--- config.mk ---
export PLATFORM = sky130hd
export DESIGN_NAME = core_top
export DESIGN_NICKNAME = d
export VERILOG_FILES = /design/src/verilog/cpu_isa_pkg.sv /design/src/verilog/cpu_pipe_pkg.sv /design/src/verilog/core_top.sv /design/src/verilog/exec_unit.sv /design/src/verilog/pipe_reg.sv /design/src/verilog/reg_file.sv /design/src/verilog/decode_unit.sv
export VERILOG_INCLUDE_DIRS = /design/src /design/src/verilog
export SDC_FILE = /design/constraint.sdc
export NUM_CORES = 1
export LEC_CHECK = 0
export BUFFER_PORTS_ARGS = -buffer_cell sky130_fd_sc_hd__buf_2
export CAP_MARGIN = 20
export CORE_ASPECT_RATIO = 0.75
export CORE_UTILIZATION = 35
export CTS_CLUSTER_DIAMETER = 200
export DETAILED_ROUTE_END_ITERATION = 16
export SLEW_MARGIN = 20
export SYNTH_ARGS = -nofsm -noshare
export SYNTH_HDL_FRONTEND = slang
export SYNTH_SLANG_ARGS = --single-unit
export TNS_END_PERCENT = 1
--- constraint.sdc ---
create_clock -name clk -period 5.5 [get_ports clk]
set_input_delay 1.1 -clock clk [delete_from_list [all_inputs] [get_ports clk]]
set_output_delay 1.1 -clock clk [all_outputs]
set_load 0.02 [all_outputs]
--- src/verilog/cpu_consts.svh ---
`ifndef CPU_CONSTS_SVH
`define CPU_CONSTS_SVH

// width of a register, an immediate and the ALU
`define DATA_W 8

// general registers R0..R3
`define REG_CNT 4

// index width that covers REG_CNT
`define REG_W 2

// instruction word fields
// [7:4] opcode
// [3:2] ra which is also the destination
// [1:0] rb

`endif
--- src/verilog/cpu_isa_pkg.sv ---
package cpu_isa_pkg;

    // instruction class, taken from instr[7:4]
    typedef enum logic [3:0] {
        OP_NOP  = 4'd0,
        OP_ADD  = 4'd1,
        OP_SUB  = 4'd2,
        OP_AND  = 4'd3,
        OP_OR   = 4'd4,
        OP_XOR  = 4'd5,
        OP_ADDI = 4'd6,
        OP_LDI  = 4'd7,
        OP_NOT  = 4'd8,
        OP_SHL  = 4'd9,
        OP_SHR  = 4'd10,
        OP_MOV  = 4'd11,
        OP_CMP  = 4'd12,
        OP_OUT  = 4'd13     // 14 and 15 decode as NOP
    } opcode_e;

    typedef enum logic [3:0] {
        ALU_NOP    = 4'd0,
        ALU_ADD    = 4'd1,
        ALU_SUB    = 4'd2,  // also used by CMP
        ALU_AND    = 4'd3,
        ALU_OR     = 4'd4,
        ALU_XOR    = 4'd5,
        ALU_NOT    = 4'd6,
        ALU_SHL    = 4'd7,
        ALU_SHR    = 4'd8,
        ALU_PASS_B = 4'd9   // MOV and LDI
    } alu_op_e;

    // second ALU operand
    typedef enum logic {
        SRC_REG = 1'b0,
        SRC_IMM = 1'b1
    } alu_src_e;

    typedef struct packed {
        logic z;
        logic n;
        logic c;
    } flags_t;

endpackage

--- src/verilog/cpu_pipe_pkg.sv ---
`include "cpu_consts.svh"

package cpu_pipe_pkg;

    // everything EX needs from decode
    // an all-zero value is a NOP since every control bit is clear
    typedef struct packed {
        cpu_isa_pkg::alu_op_e   alu_op;
        cpu_isa_pkg::alu_src_e  alu_src;
        logic                   reg_write;
        logic                   update_flags;
        logic                   io_write;       // OUT strobe
        logic [`REG_W-1:0]      dest_idx;
        logic [`REG_W-1:0]      ra;             // kept for forwarding compares
        logic [`REG_W-1:0]      rb;
        logic [`DATA_W-1:0]     ra_val;
        logic [`DATA_W-1:0]     rb_val;
        logic [`DATA_W-1:0]     imm;
    } id_ex_t;

    // result on its way back to the register file
    typedef struct packed {
        logic                   reg_write;
        logic [`REG_W-1:0]      dest_idx;
        logic [`DATA_W-1:0]     result;
    } ex_wb_t;

endpackage

--- src/verilog/core_top.sv ---
`timescale 1ns/1ps
`include "cpu_consts.svh"

module core_top (
    input  logic                clk,
    input  logic                rst,
    input  logic [`DATA_W-1:0]  instr,
    input  logic [`DATA_W-1:0]  imm,
    input  logic                instr_valid,
    input  logic                flush,
    output logic                wb_en,
    output logic [`REG_W-1:0]   wb_idx,
    output logic [`DATA_W-1:0]  wb_data,
    output logic                io_valid,
    output logic [`DATA_W-1:0]  io_data,
    output cpu_isa_pkg::flags_t flags
);

    logic [`REG_W-1:0]    ra_idx;
    logic [`REG_W-1:0]    rb_idx;
    logic [`DATA_W-1:0]   ra_val;
    logic [`DATA_W-1:0]   rb_val;
    cpu_pipe_pkg::id_ex_t id_ex_d;
    cpu_pipe_pkg::id_ex_t id_ex_q;
    cpu_pipe_pkg::ex_wb_t ex_wb_d;
    cpu_pipe_pkg::ex_wb_t ex_wb_q;

    decode_unit u_decode (
        .instr       (instr),
        .imm         (imm),
        .instr_valid (instr_valid),
        .ra_val      (ra_val),
        .rb_val      (rb_val),
        .ra          (ra_idx),
        .rb          (rb_idx),
        .id_ex       (id_ex_d)
    );

    // written from the EX/WB stage output
    reg_file u_rf (
        .clk       (clk),
        .rst       (rst),
        .rd_idx_a  (ra_idx),
        .rd_idx_b  (rb_idx),
        .wr_en     (ex_wb_q.reg_write),
        .wr_idx    (ex_wb_q.dest_idx),
        .wr_data   (ex_wb_q.result),
        .rd_data_a (ra_val),
        .rd_data_b (rb_val)
    );

    pipe_reg #(.payload_t(cpu_pipe_pkg::id_ex_t)) u_id_ex (
        .clk   (clk),
        .rst   (rst),
        .flush (flush),
        .d     (id_ex_d),
        .q     (id_ex_q)
    );

    exec_unit u_exec (
        .clk      (clk),
        .rst      (rst),
        .id_ex    (id_ex_q),
        .ex_wb_q  (ex_wb_q),
        .ex_wb_d  (ex_wb_d),
        .flags    (flags),
        .io_valid (io_valid),
        .io_data  (io_data)
    );

    pipe_reg #(.payload_t(cpu_pipe_pkg::ex_wb_t)) u_ex_wb (
        .clk   (clk),
        .rst   (rst),
        .flush (1'b0),      // EX always completes
        .d     (ex_wb_d),
        .q     (ex_wb_q)
    );

    assign wb_en   = ex_wb_q.reg_write;
    assign wb_idx  = ex_wb_q.dest_idx;
    assign wb_data = ex_wb_q.result;

endmodule

--- src/verilog/exec_unit.sv ---
`timescale 1ns/1ps
`include "cpu_consts.svh"

module exec_unit (
    input  logic                 clk,
    input  logic                 rst,
    input  cpu_pipe_pkg::id_ex_t id_ex,
    input  cpu_pipe_pkg::ex_wb_t ex_wb_q,
    output cpu_pipe_pkg::ex_wb_t ex_wb_d,
    output cpu_isa_pkg::flags_t  flags,
    output logic                 io_valid,
    output logic [`DATA_W-1:0]   io_data
);

    logic [`DATA_W-1:0] op_a;       // R[ra] after forwarding
    logic [`DATA_W-1:0] rb_fwd;     // R[rb] after forwarding
    logic [`DATA_W-1:0] op_b;
    logic [`DATA_W-1:0] result;
    logic               carry;
    logic [`DATA_W:0]   wide;       // top bit is carry or borrow
    logic               hit_a;
    logic               hit_b;
    cpu_isa_pkg::flags_t flags_next;

    // EX/WB holds the instruction just ahead, which the register file
    // has not seen yet
    assign hit_a  = ex_wb_q.reg_write && (ex_wb_q.dest_idx == id_ex.ra);
    assign hit_b  = ex_wb_q.reg_write && (ex_wb_q.dest_idx == id_ex.rb);
    assign op_a   = hit_a ? ex_wb_q.result : id_ex.ra_val;
    assign rb_fwd = hit_b ? ex_wb_q.result : id_ex.rb_val;
    assign op_b   = (id_ex.alu_src == cpu_isa_pkg::SRC_IMM) ? id_ex.imm : rb_fwd;

    always_comb begin
        wide   = '0;
        result = '0;
        carry  = 1'b0;
        case (id_ex.alu_op)
            cpu_isa_pkg::ALU_ADD: begin
                wide   = {1'b0, op_a} + {1'b0, op_b};
                result = wide[`DATA_W-1:0];
                carry  = wide[`DATA_W];
            end
            cpu_isa_pkg::ALU_SUB: begin
                wide   = {1'b0, op_a} - {1'b0, op_b};
                result = wide[`DATA_W-1:0];
                carry  = wide[`DATA_W];     // set when op_a < op_b
            end
            cpu_isa_pkg::ALU_AND: result = op_a & op_b;
            cpu_isa_pkg::ALU_OR:  result = op_a | op_b;
            cpu_isa_pkg::ALU_XOR: result = op_a ^ op_b;
            cpu_isa_pkg::ALU_NOT: result = ~op_b;
            cpu_isa_pkg::ALU_SHL: begin
                result = op_b << 1;
                carry  = op_b[`DATA_W-1];
            end
            cpu_isa_pkg::ALU_SHR: begin
                result = op_b >> 1;
                carry  = op_b[0];
            end
            cpu_isa_pkg::ALU_PASS_B: result = op_b;
            default: ;
        endcase
    end

    assign flags_next = '{z: (result == '0), n: result[`DATA_W-1], c: carry};

    assign ex_wb_d = '{reg_write: id_ex.reg_write,
                       dest_idx:  id_ex.dest_idx,
                       result:    result};

    always_ff @(posedge clk or negedge rst) begin
        if (!rst) begin
            flags <= '0;
        end else if (id_ex.update_flags) begin
            flags <= flags_next;
        end
    end

    // OUT strobe lines up with the EX/WB stage
    always_ff @(posedge clk or negedge rst) begin
        if (!rst) begin
            io_valid <= 1'b0;
            io_data  <= '0;
        end else begin
            io_valid <= id_ex.io_write;
            if (id_ex.io_write) begin
                io_data <= rb_fwd;  // last OUT value holds
            end
        end
    end

endmodule

--- src/verilog/pipe_reg.sv ---
`timescale 1ns/1ps

module pipe_reg #(
    parameter type payload_t = logic
) (
    input  logic     clk,
    input  logic     rst,
    input  logic     flush,
    input  payload_t d,
    output payload_t q
);

    // zero payload doubles as the bubble
    always_ff @(posedge clk or negedge rst) begin
        if (!rst) begin
            q <= '0;
        end else if (flush) begin
            q <= '0;    // drop the stage contents
        end else begin
            q <= d;
        end
    end

endmodule

--- src/verilog/reg_file.sv ---
`timescale 1ns/1ps
`include "cpu_consts.svh"

module reg_file (
    input  logic                clk,
    input  logic                rst,
    input  logic [`REG_W-1:0]   rd_idx_a,
    input  logic [`REG_W-1:0]   rd_idx_b,
    input  logic                wr_en,
    input  logic [`REG_W-1:0]   wr_idx,
    input  logic [`DATA_W-1:0]  wr_data,
    output logic [`DATA_W-1:0]  rd_data_a,
    output logic [`DATA_W-1:0]  rd_data_b
);

    logic [`DATA_W-1:0] regs [`REG_CNT];

    always_ff @(posedge clk or negedge rst) begin
        if (!rst) begin
            for (int i = 0; i < `REG_CNT; i++) begin
                regs[i] <= '0;
            end
        end else if (wr_en) begin
            regs[wr_idx] <= wr_data;
        end
    end

    // write-through covers an instruction two steps behind its producer
    assign rd_data_a = (wr_en && wr_idx == rd_idx_a) ? wr_data : regs[rd_idx_a];
    assign rd_data_b = (wr_en && wr_idx == rd_idx_b) ? wr_data : regs[rd_idx_b];

endmodule

--- src/verilog/decode_unit.sv ---
`timescale 1ns/1ps
`include "cpu_consts.svh"

module decode_unit (
    input  logic [`DATA_W-1:0]  instr,
    input  logic [`DATA_W-1:0]  imm,
    input  logic                instr_valid,
    input  logic [`DATA_W-1:0]  ra_val,
    input  logic [`DATA_W-1:0]  rb_val,
    output logic [`REG_W-1:0]   ra,
    output logic [`REG_W-1:0]   rb,
    output cpu_pipe_pkg::id_ex_t id_ex
);

    cpu_isa_pkg::opcode_e opcode;

    assign opcode = cpu_isa_pkg::opcode_e'(instr[7:4]);
    assign ra     = instr[3:2];     // register file read indices
    assign rb     = instr[1:0];

    always_comb begin
        id_ex = '0;
        if (instr_valid) begin
            id_ex.ra       = ra;
            id_ex.rb       = rb;
            id_ex.ra_val   = ra_val;
            id_ex.rb_val   = rb_val;
            id_ex.imm      = imm;
            id_ex.dest_idx = ra;    // every writing opcode targets ra

            case (opcode)
                cpu_isa_pkg::OP_ADD: begin
                    id_ex.alu_op       = cpu_isa_pkg::ALU_ADD;
                    id_ex.reg_write    = 1'b1;
                    id_ex.update_flags = 1'b1;
                end
                cpu_isa_pkg::OP_SUB: begin
                    id_ex.alu_op       = cpu_isa_pkg::ALU_SUB;
                    id_ex.reg_write    = 1'b1;
                    id_ex.update_flags = 1'b1;
                end
                cpu_isa_pkg::OP_AND: begin
                    id_ex.alu_op       = cpu_isa_pkg::ALU_AND;
                    id_ex.reg_write    = 1'b1;
                    id_ex.update_flags = 1'b1;
                end
                cpu_isa_pkg::OP_OR: begin
                    id_ex.alu_op       = cpu_isa_pkg::ALU_OR;
                    id_ex.reg_write    = 1'b1;
                    id_ex.update_flags = 1'b1;
                end
                cpu_isa_pkg::OP_XOR: begin
                    id_ex.alu_op       = cpu_isa_pkg::ALU_XOR;
                    id_ex.reg_write    = 1'b1;
                    id_ex.update_flags = 1'b1;
                end
                cpu_isa_pkg::OP_ADDI: begin
                    id_ex.alu_op       = cpu_isa_pkg::ALU_ADD;
                    id_ex.alu_src      = cpu_isa_pkg::SRC_IMM;
                    id_ex.reg_write    = 1'b1;
                    id_ex.update_flags = 1'b1;
                end
                cpu_isa_pkg::OP_LDI: begin
                    id_ex.alu_op    = cpu_isa_pkg::ALU_PASS_B;
                    id_ex.alu_src   = cpu_isa_pkg::SRC_IMM;
                    id_ex.reg_write = 1'b1;
                end
                // unary ops work on rb and land in ra
                cpu_isa_pkg::OP_NOT: begin
                    id_ex.alu_op       = cpu_isa_pkg::ALU_NOT;
                    id_ex.reg_write    = 1'b1;
                    id_ex.update_flags = 1'b1;
                end
                cpu_isa_pkg::OP_SHL: begin
                    id_ex.alu_op       = cpu_isa_pkg::ALU_SHL;
                    id_ex.reg_write    = 1'b1;
                    id_ex.update_flags = 1'b1;
                end
                cpu_isa_pkg::OP_SHR: begin
                    id_ex.alu_op       = cpu_isa_pkg::ALU_SHR;
                    id_ex.reg_write    = 1'b1;
                    id_ex.update_flags = 1'b1;
                end
                cpu_isa_pkg::OP_MOV: begin
                    id_ex.alu_op    = cpu_isa_pkg::ALU_PASS_B;
                    id_ex.reg_write = 1'b1;
                end
                cpu_isa_pkg::OP_CMP: begin
                    id_ex.alu_op       = cpu_isa_pkg::ALU_SUB;  // flags only
                    id_ex.update_flags = 1'b1;
                end
                cpu_isa_pkg::OP_OUT: id_ex.io_write = 1'b1;
                default: ;  // NOP and unused codes leave control at zero
            endcase
        end
    end

endmodule

==> flow_summary.yaml, run 1 <==
status:
  status: "complete, no violations"
synth:
  ys_ff_latch: 91
  ys_seq_area_share_pct: 39.45
  synth_cell_types: 67
  synth_edf_count: 0
  syn_area_um2: 5773
  syn-num-nets: 610
  avgSynthCellArea_um2: 10.20
  yosysWarningCount: 0
  synth_top_flop_cell: "dfrtp_1"
  async_reset_ff_share_pct: 100.0
  synth_cells: 566
critical_path:
  reg2reg_from: "u_ex_wb.q[9]$_DFF_PN0_"
  cpMaxStageDelayCell: "dfrtp_1"
  critPathRequiredTime_ns: 5.76
  r2r_setup_slack_ns: 0.82
  reg2regPathDepth: 13
  crit_chain: "xnor2_1 -> nand3_1 -> mux2_2 -> ha_1 -> fa_1 -> mux2_2 -> a32oi_1 -> nor2_1 -> a221oi_1 -> nand3_1 -> or3_1 -> or4_1 -> o32ai_2"
  arrival_ns: 4.94
  crit_type: "reg2reg"
  cpPeakStageDelay_ns: 0.58
  cp_max_fo: 10
  cp-start-kind: "register"
  r2r-end: "u_exec.flags[2]$_DFFE_PN0P_"
  crit_path_end_kind: "register"
layout:
  area_growth_pct: 12.57
  layout.nets: 637
  drive_gt1_share_pct: 21.24
  final_common_cell: "dfrtp_1"
  design_area_um2: 6499
  fillerInstances: 1541
  antenna_cells: 0
  final_cell_mix: "91 x dfrtp_1, 55 x nor2_1, 41 x buf_2"
detailed_routing:
  vias: 4681
  drtAntennaViolNets: 0
  drc_errors: 0
  wl_per_cell_um: 21.02
  initialDrtViolationCount: 626
  dr.pass1.iters: 6
  routed_wl_mm: 16.98
  viasPerCell: 5.793
clocking:
  cts_made_buffers: 9
  root_buffer: "clkbuf_16"
  cts.sinks: 91
  cts_buffer_depth: 2
  cts_resized: 0
  clk-insertion-delay-late_ns: 0.35
  post-cts-setup-buffers: 0
  cts_tree: "done"
  cts_max_level: 3
  clk_pin_slew_worst_paths_ns: 0.07
  holdBufCountCts: 0
sta:
  finalCritPeriodShare_pct: 85.13
  hold_viol_final: 0
  worst_pin_slew_ns: 0.9429
  fmaxAchievable_ghz: 0.2136
  fin_crit_ns: 4.682
  finalMaxSlewViolations: 0
  slew_headroom_pct: 36.80
  setup_viol: 0
  tns_ns: 0
  clock_skew_ns: 0.01086
  rsz0062_at_grt: "no"
min_path:
  hold_class: "reg2reg"
  hp-start: "u_id_ex.q[32]$_DFF_PN0_"
  hold-path-endpoint: "u_ex_wb.q[10]$_DFF_PN0_"
  min_path_cells: 0
floorplanning:
  die_area_um2: 17020
  pin_count: 43
  rows: 40
  die_y_um: 113.2
  die_w_um: 150.3
  core_um2: 16070
  start_util_pct: 35.93
power:
  leakage_nw: 2.884
  powerDensity_nw_per_um2: 266.1
  peakVddDrop_uv: 178.0
global_route:
  antenna_found_initial: 0
  grt_pass1_vias: 4607
  grt_max_degree: 59
  grt_util_all_layers_pct: 21.32
  grt_pass1_wl_mm: 27.06
  grt_overflow_total: 0
place:
  dp_hpwl_mm: 12.56
  port_buffers: 42
  post_dp_cell_area_um2: 6165
  gp_congestion: 0.9024
job:
  max_cap_viol_count: 0
## worst max-delay path by stage
stage,startpoint,to,slack (ns)
final,u_ex_wb.q[9]$_DFF_PN0_,u_exec.flags[2]$_DFFE_PN0P_,0.82
after global routing,u_ex_wb.q[9]$_DFF_PN0_,u_exec.flags[2]$_DFFE_PN0P_,0.65
after CTS,u_ex_wb.q[9]$_DFF_PN0_,u_exec.flags[2]$_DFFE_PN0P_,0.91
after detailed placement,u_ex_wb.q[9]$_DFF_PN0_,u_exec.flags[2]$_DFFE_PN0P_,0.96
after global placement,u_ex_wb.q[9]$_DFF_PN0_,u_exec.flags[2]$_DFFE_PN0P_,1.15
after floorplan,u_ex_wb.q[10]$_DFF_PN0_,u_exec.flags[2]$_DFFE_PN0P_,1.35
## worst max-delay path: cells and delay by family, from the launching register on
| family | cells | cell delay, ns |
|---|---|---|
| adder cells (fa/ha/maj) | 2 | 0.75 |
| AND/OR/NAND/NOR | 5 | 1.43 |
| AO/OA/AOI/OAI | 3 | 0.74 |
| multiplexers | 2 | 0.72 |
| XOR/XNOR | 1 | 0.37 |
| flip-flops | 1 | 0.58 |
## synthesized netlist by cell type (4+ instances only)
cell	number	share of area (%)
a221o_1	4	0.69
xnor2_1	11	1.7
dfrtp_1	91	39
o31ai_1	5	0.65
nand4_1	7	0.76
o211ai_1	5	0.65
nand2_1	35	2.3
nand3_1	5	0.43
buf_1	7	0.46
a41oi_1	5	0.76
nor4b_1	4	0.61
and2_1	15	1.6
a22oi_1	5	0.65
nor2b_1	8	0.87
a31oi_1	11	1.2
a221oi_1	5	0.76
a21oi_1	22	1.9
o21ai_0	29	2.5
mux2i_1	20	3.5
nor2_1	55	3.6
a211oi_1	4	0.52
nor4_1	6	0.65
nand2b_1	8	0.87
inv_1	28	1.8
clkbuf_1	22	1.4
mux2_2	33	6.4
a2bb2oi_1	5	0.76
mux4_2	16	6.2
o21bai_1	5	0.65
ha_1	23	5.0
nor3_1	8	0.69
## layout make-up
class / count / area (µm²) / share of cell area, %
clock inverter: 7 / 108.9 / 1.675
multi-input combinational: 412 / 3247 / 49.96
tap: 210 / 262.8 / 4.043
timing repair buffer: 49 / 265.3 / 4.082
sequential: 91 / 2277 / 35.04
clock buffer: 9 / 225.2 / 3.466
inverter: 30 / 112.6 / 1.733
## logic make-up after synthesis
group / after synthesis / synth area share [%]
fa+ha+maj: 24 / 5.332
buf+inv: 63 / 4.508
simple gates: 171 / 15.00
xor+xnor: 16 / 3.338
mux: 69 / 16.15
flops: 91 / 39.45
compound gates: 132 / 16.23
## per-layer routing
layer	vias to the layer above	wire length (µm)	global-route usage (%)
met5	-	0	0
met4	0	157	4.377
met3	13	1251	3.629
li1	2130	-	-
met2	214	6931	29.25
met1	2324	8641	34.28
## sequential cells by signal, summed over array words and instances (netlist names)
name / cells
u_rf.regs: 32
u_exec.io_data: 8
u_exec.io_valid: 1
u_exec.flags: 3
u_id_ex.q: 36
u_ex_wb.q: 11
## through the flow
step / utilization (%) / hold WS [ns] / setup WS, ns / total power [mW] / instances
6_report: 40.45 / 0.3626 / 0.8180 / 1.729 / 808
5_1_grt: 40.45 / 0.3741 / 0.6477 / 1.803 / 808
4_1_cts: 40.45 / 0.3714 / 0.9130 / 1.743 / 808
3_5_place_dp: 38.37 / 0.3347 / 0.9568 / 1.040 / 792
3_3_place_gp: 38.33 / 0.3633 / 1.150 / 1.034 / 792
2_1_floorplan: - / 0.3312 / 1.352 / 0.9376 / 566
## report_power, final
part / internal [mW] / total, mW / switching [mW]
combinational: 0.106 / 0.262 / 0.157
clock: 0.408 / 0.700 / 0.292
sequential: 0.713 / 0.766 / 0.0528
Power figures use the tool's default switching activity.
==> run 2, diff against run 1 <==
==> constraint.sdc (replaced) <==
create_clock -name clk -period 6.05 [get_ports clk]
set_input_delay 1.21 -clock clk [delete_from_list [all_inputs] [get_ports clk]]
set_output_delay 1.21 -clock clk [all_outputs]
set_load 0.02 [all_outputs]
==> flow_summary.yaml, run 2 (same netlist as run 1, synthesis figures left out) <==
status:
  status: "complete, no violations"
clocking:
  clk-insertion-delay-late_ns: 0.36
  clk_pin_slew_worst_paths_ns: 0.07
  cts.sinks: 91
  holdBufCountCts: 0
  cts_tree: "done"
  cts_max_level: 3
  cts_resized: 0
  post-cts-setup-buffers: 0
  cts_buffer_depth: 2
  root_buffer: "clkbuf_16"
  cts_made_buffers: 9
critical_path:
  cp_top_family: "compound AO/OA/AOI/OAI gates"
  cpMaxStageDelayCell: "dfrtp_1"
  cpPeakStageDelay_ns: 0.68
  crit_chain: "xnor2_1 -> nand3_1 -> mux2_2 -> ha_1 -> fa_1 -> a21o_1 -> a21oi_1 -> o21ai_0 -> a32oi_1 -> o211a_1 -> nand4b_1 -> or4_1 -> o32ai_2"
  cp-start-kind: "register"
  crit_type: "reg2reg"
  cp_max_fo: 10
  arrival_ns: 4.83
  critPathRequiredTime_ns: 6.32
  cp_num_buf_inv: 0
  crit_path_end_kind: "register"
sta:
  hold_viol_final: 0
  slew_headroom_pct: 38.09
  setup_viol: 0
  finalCritPeriodShare_pct: 75.38
  finalWorstSetupSlack_ns: 1.489
  fmaxAchievable_ghz: 0.2193
  clock_skew_ns: 0.008835
  fin_crit_ns: 4.561
  finalMaxSlewViolations: 0
  worst_pin_slew_ns: 0.9155
  tns_ns: 0
  rsz0062_at_grt: "no"
floorplanning:
  die_y_um: 113.2
  core_um2: 16070
  pin_count: 43
  die_area_um2: 17020
  die_w_um: 150.3
  start_util_pct: 35.93
  rows: 40
global_route:
  grt_max_degree: 67
  antenna_found_initial: 0
  busiest_layer: "met1"
  grt_pass1_wl_mm: 26.83
  grt_pass1_vias: 4542
  grt_overflow_total: 0
  grt_use_met1_pct: 34.16
  use_met2_pct: 28.20
  grt_util_all_layers_pct: 21.19
  grt.met3_usage_pct: 4.274
layout:
  largest_reg_flops: 36
  register_area_um2: 2277
  final_cell_mix: "91 x dfrtp_1, 55 x nor2_1, 41 x buf_2"
  final_common_cell: "dfrtp_1"
  reg_top3: "u_id_ex.q (36), u_rf.regs (32), u_ex_wb.q (11)"
  multi_input_area_um2: 3247
  layout.nets: 637
  fillerInstances: 1619
  top_register: "u_id_ex.q"
  antenna_cells: 0
  drive_gt1_share_pct: 21.24
  area_growth_pct: 12.09
detailed_routing:
  initialDrtViolationCount: 503
  drc_errors: 0
  viasPerCell: 5.743
  dr.pass1.iters: 5
  vias: 4640
  routed_wl_mm: 16.90
  drtAntennaViolNets: 0
  wl_per_cell_um: 20.92
place:
  gp_congestion: 0.9014
  port_buffers: 42
  pre_cts_slack_ns: 1.573
  dp_hpwl_mm: 12.50
job:
  max_cap_viol_count: 0
power:
  powerDensity_nw_per_um2: 236.2
  peakVddDrop_uv: 115.4
  leakage_nw: 2.880
min_path:
  hold_class: "reg2reg"
-- run 2: cell count changes in the layout (fill, tap and decap cells not counted), sizes merged --
cell,before,now
clkinv,1,3
inv,32,33
bufinv,2,1
clkinvlp,2,0
-- run 2: final timing paths --
path,start,endpoint,cells past startpoint,slack [ns]
max reg2reg,u_ex_wb.q[9]$_DFF_PN0_,u_exec.flags[2]$_DFFE_PN0P_,13,1.49
max,u_ex_wb.q[9]$_DFF_PN0_,u_exec.flags[2]$_DFFE_PN0P_,13,1.49
max in group asynchronous,rst,u_ex_wb.q[7]$_DFF_PN0_,2,4.12
min in group asynchronous,rst,u_exec.io_data[1]$_DFFE_PN0P_,1,0.77
min reg2reg,u_id_ex.q[32]$_DFF_PN0_,u_ex_wb.q[10]$_DFF_PN0_,0,0.36
min,u_id_ex.q[32]$_DFF_PN0_,u_ex_wb.q[10]$_DFF_PN0_,0,0.36
-- run 2: power breakdown --
group          total [mW]  internal [mW]  switching (mW)
clock               0.593          0.328           0.265
sequential          0.697          0.649          0.0481
combinational       0.239         0.0963           0.143
-- run 2: worst reg2reg max path: cells and delay by family (launching register included) --
kind                     cells  cell delay [ns]
AND/OR/NAND/NOR              3             1.13
AO/OA/AOI/OAI                6             1.24
multiplexers                 1             0.44
flip-flops                   1             0.68
adder cells (fa/ha/maj)      2             0.73
XOR/XNOR                     1             0.24
-- run 2: routing by layer --
| layer | up-vias | wire length [µm] |
|---|---|---|
| li1 | 2127 | - |
| met1 | 2308 | 8680 |
| met2 | 188 | 6807 |
| met3 | 17 | 1260 |
| met4 | 0 | 154 |
| met5 | - | 0 |
-- run 2: stage by stage --
| step | instances | util, % | power [mW] | cell area, µm² | hold WS (ns) |
|---|---|---|---|---|---|
| 5_1_grt | 808 | 40.28 | 1.594 | 6471 | 0.3687 |
| 4_1_cts | 808 | 40.28 | 1.542 | 6471 | 0.3666 |
| 2_1_floorplan | 566 | - | 0.8523 | 5773 | 0.3312 |
| 3_5_place_dp | 792 | 38.37 | 0.9453 | 6165 | 0.3402 |
| 3_3_place_gp | 792 | 38.33 | 0.9396 | 6158 | 0.3630 |
| 6_report | 808 | 40.28 | 1.528 | 6471 | 0.3639 |
-- run 2: area by class of cell --
type	count	area share (%)
clock buffers	9	3.480
clock inverters	7	1.257
inverters	30	1.740
multi-input cells	412	50.17
flip-flops and latches	91	35.19
well taps	210	4.060
repair buffers	49	4.099
==> run 3, diff against run 2 <==
--- a/config.mk
+++ b/config.mk
@@ -6,6 +6,7 @@
 export SDC_FILE = /design/constraint.sdc
 export NUM_CORES = 1
 export LEC_CHECK = 0
+export ABC_AREA = 1
 export BUFFER_PORTS_ARGS = -buffer_cell sky130_fd_sc_hd__buf_2
 export CAP_MARGIN = 20
 export CORE_ASPECT_RATIO = 0.75
==> constraint.sdc (replaced) <==
create_clock -name clk -period 4.31 [get_ports clk]
set_input_delay 0.862 -clock clk [delete_from_list [all_inputs] [get_ports clk]]
set_output_delay 0.862 -clock clk [all_outputs]
set_load 0.02 [all_outputs]
==> flow_summary.yaml, run 3 <==
status:
  status: "complete, no violations"
detailed_routing:
  viasPerCell: 5.124
  routed_wl_mm: 15.58
  dr.pass1.iters: 5
  drtAntennaViolNets: 0
  vias: 5022
  wl_per_cell_um: 15.90
  drc_errors: 0
  initialDrtViolationCount: 438
clocking:
  cts_tree: "done"
  clk-insertion-delay-late_ns: 0.34
  cts.sinks: 91
  cts_made_buffers: 9
  cts_buffer_depth: 2
  clk_pin_slew_worst_paths_ns: 0.07
  root_buffer: "clkbuf_16"
  holdBufCountCts: 0
  post-cts-setup-buffers: 0
  cts_resized: 0
  cts_max_level: 3
layout:
  final_common_cell: "nand2_1"
  area_growth_pct: 12.71
  final_cell_mix: "162 x nand2_1, 102 x o21ai_0, 92 x inv_1"
  layout.nets: 814
  design_area_um2: 6168
  reg_top3: "u_id_ex.q (36), u_rf.regs (32), u_ex_wb.q (11)"
  layout.cells.non_filler: 980
  top_register: "u_id_ex.q"
  antenna_cells: 0
  largest_reg_flops: 36
  drive_gt1_share_pct: 12.00
synth:
  ys_seq_area_share_pct: 41.61
  syn-num-nets: 782
  yosysWarningCount: 0
  syn_area_um2: 5473
  synth.cells.most_frequent: "162 x nand2_1, 102 x o21ai_0, 92 x inv_1"
  synth_cells: 738
  synth_most_common_cell: "nand2_1"
  synth_area_leaders: "dfrtp_1 42%, nand2_1 11%, o21ai_0 9.3%"
  avgSynthCellArea_um2: 7.416
  synth_top_flop_cell: "dfrtp_1"
  yosys.area.top_type: "dfrtp_1"
  async_reset_ff_share_pct: 100.0
  synth_edf_count: 0
  ys_ff_latch: 91
  synth_cell_types: 38
  yosysTopAreaCellShare_pct: 41.61
power:
  total_power_mw: 2.129
  leakage_nw: 2.972
  peakVddDrop_uv: 197.4
  powerDensity_nw_per_um2: 345.1
critical_path:
  arrival_ns: 3.93
  cp-startpoint: "u_ex_wb.q[10]$_DFF_PN0_"
  cp-start-kind: "register"
  r2r-end: "u_exec.flags[2]$_DFFE_PN0P_"
  critPathRequiredTime_ns: 4.60
  reg2regPathDepth: 19
  reg2reg_from: "u_ex_wb.q[10]$_DFF_PN0_"
  r2r_setup_slack_ns: 0.67
  cp_max_fo: 15
  crit_end: "u_exec.flags[2]$_DFFE_PN0P_"
  crit_type: "reg2reg"
  crit_path_end_kind: "register"
sta:
  hold_viol_final: 0
  fmaxAchievable_ghz: 0.2744
  setup_viol: 0
  finalCritPeriodShare_pct: 84.54
  whs_ns: 0.4194
  finalMaxSlewViolations: 0
  tns_ns: 0
  worst_pin_slew_ns: 0.9204
  slew_headroom_pct: 38.64
  rsz0062_at_grt: "no"
  fin_crit_ns: 3.644
  clock_skew_ns: 0.008365
global_route:
  grt_max_degree: 74
  grt_pass1_vias: 4769
  grt_util_all_layers_pct: 20.68
  grt_pass1_wl_mm: 25.52
  antenna_found_initial: 0
  grt_overflow_total: 0
floorplanning:
  core_um2: 15270
  die_y_um: 110.3
  start_util_pct: 35.83
  rows: 39
  die_area_um2: 16150
  pin_count: 43
  die_w_um: 146.4
place:
  dp_hpwl_mm: 12.00
  gp_congestion: 0.9086
  dp.cells: 964
  port_buffers: 42
  post_dp_cell_area_um2: 5862
job:
  max_cap_viol_count: 0
min_path:
  hold_class: "reg2reg"
[run 3: cell count changes after synthesis, moves of 9 or more]
cell	change
inv_1	+64
a31oi_1	+9
nand3_1	+44
mux2i_1	-20
mux2_2	-33
a21oi_1	+26
xnor2_1	-10
mux4_2	-16
o21ai_0	+73
nand2_2	+9
nand2_1	+127
and2_1	-13
[run 3: metrics by stage]
step	util (%)	setup WS [ns]
detailed placement	38.38	0.7441
global placement	38.38	0.8222
floorplan	-	1.198
finish	40.39	0.6663
global route	40.39	0.2432
CTS	40.36	0.7272
[run 3: how the worst min path moves through the flow]
stage / start / endpoint / cells past startpoint
after CTS: u_id_ex.q[28]$_DFF_PN0_ / u_ex_wb.q[8]$_DFF_PN0_ / 0
after detailed placement: u_id_ex.q[29]$_DFF_PN0_ / u_ex_wb.q[9]$_DFF_PN0_ / 0
final: u_id_ex.q[28]$_DFF_PN0_ / u_ex_wb.q[8]$_DFF_PN0_ / 0
after global placement: u_id_ex.q[28]$_DFF_PN0_ / u_ex_wb.q[8]$_DFF_PN0_ / 0
after floorplan: u_id_ex.q[32]$_DFF_PN0_ / u_ex_wb.q[10]$_DFF_PN0_ / 0
after global routing: u_id_ex.q[28]$_DFF_PN0_ / u_ex_wb.q[8]$_DFF_PN0_ / 0
[run 3: routing by layer]
| layer | vias up | part of all wire [%] | track usage [%] |
|---|---|---|---|
| li1 | 2502 | - | - |
| met1 | 2314 | 52 | 31.69 |
| met2 | 194 | 39 | 29.83 |
| met3 | 12 | 8.4 | 3.992 |
| met4 | 0 | 0.65 | 4.241 |
| met5 | - | 0 | 0 |
[run 3: critical path: stages (launching register included)]
cell and delay, ns:
dfrtp_1 0.49, inv_1 0.10, a21oi_1 0.17, nand3_1 0.41
o21ai_0 0.41, ha_1 0.35, fa_1 0.24, nand2_1 0.05
inv_1 0.07, nor2_1 0.04, o21bai_1 0.20, nand2_1 0.10
nand2_1 0.06, o21ai_0 0.07, nand3b_1 0.16, nor2_1 0.13
nand2_1 0.10, nor2_1 0.24, nand4_1 0.12, nand2_1 0.08
[run 3: report_power, final]
| group | leakage, nW | switching [mW] | internal (mW) |
|---|---|---|---|
| Clock | 0.146 | 0.346 | 0.453 |
| Combinational | 1.59 | 0.257 | 0.113 |
| Sequential | 1.24 | 0.0476 | 0.912 |
| Total | 2.97 | 0.651 | 1.48 |
[run 3: cell families after synthesis]
kind of cell | after synthesis | synth area share [%]
compound gates | 198 | 19.96
xor+xnor | 1 | 0.1601
fa+ha+maj | 24 | 5.624
buf+inv | 122 | 8.665
flops | 91 | 41.61
simple gates | 302 | 23.98
[run 3: area by class of cell]
type                    count  area, µm²
clock buffers               9      225.2
clock inverters             7      77.57
fillers                  1601       9105
inverters                  97      364.1
multi-input cells         525       2725
flip-flops and latches     91       2277
well taps                 205      256.5
repair buffers             46      242.7
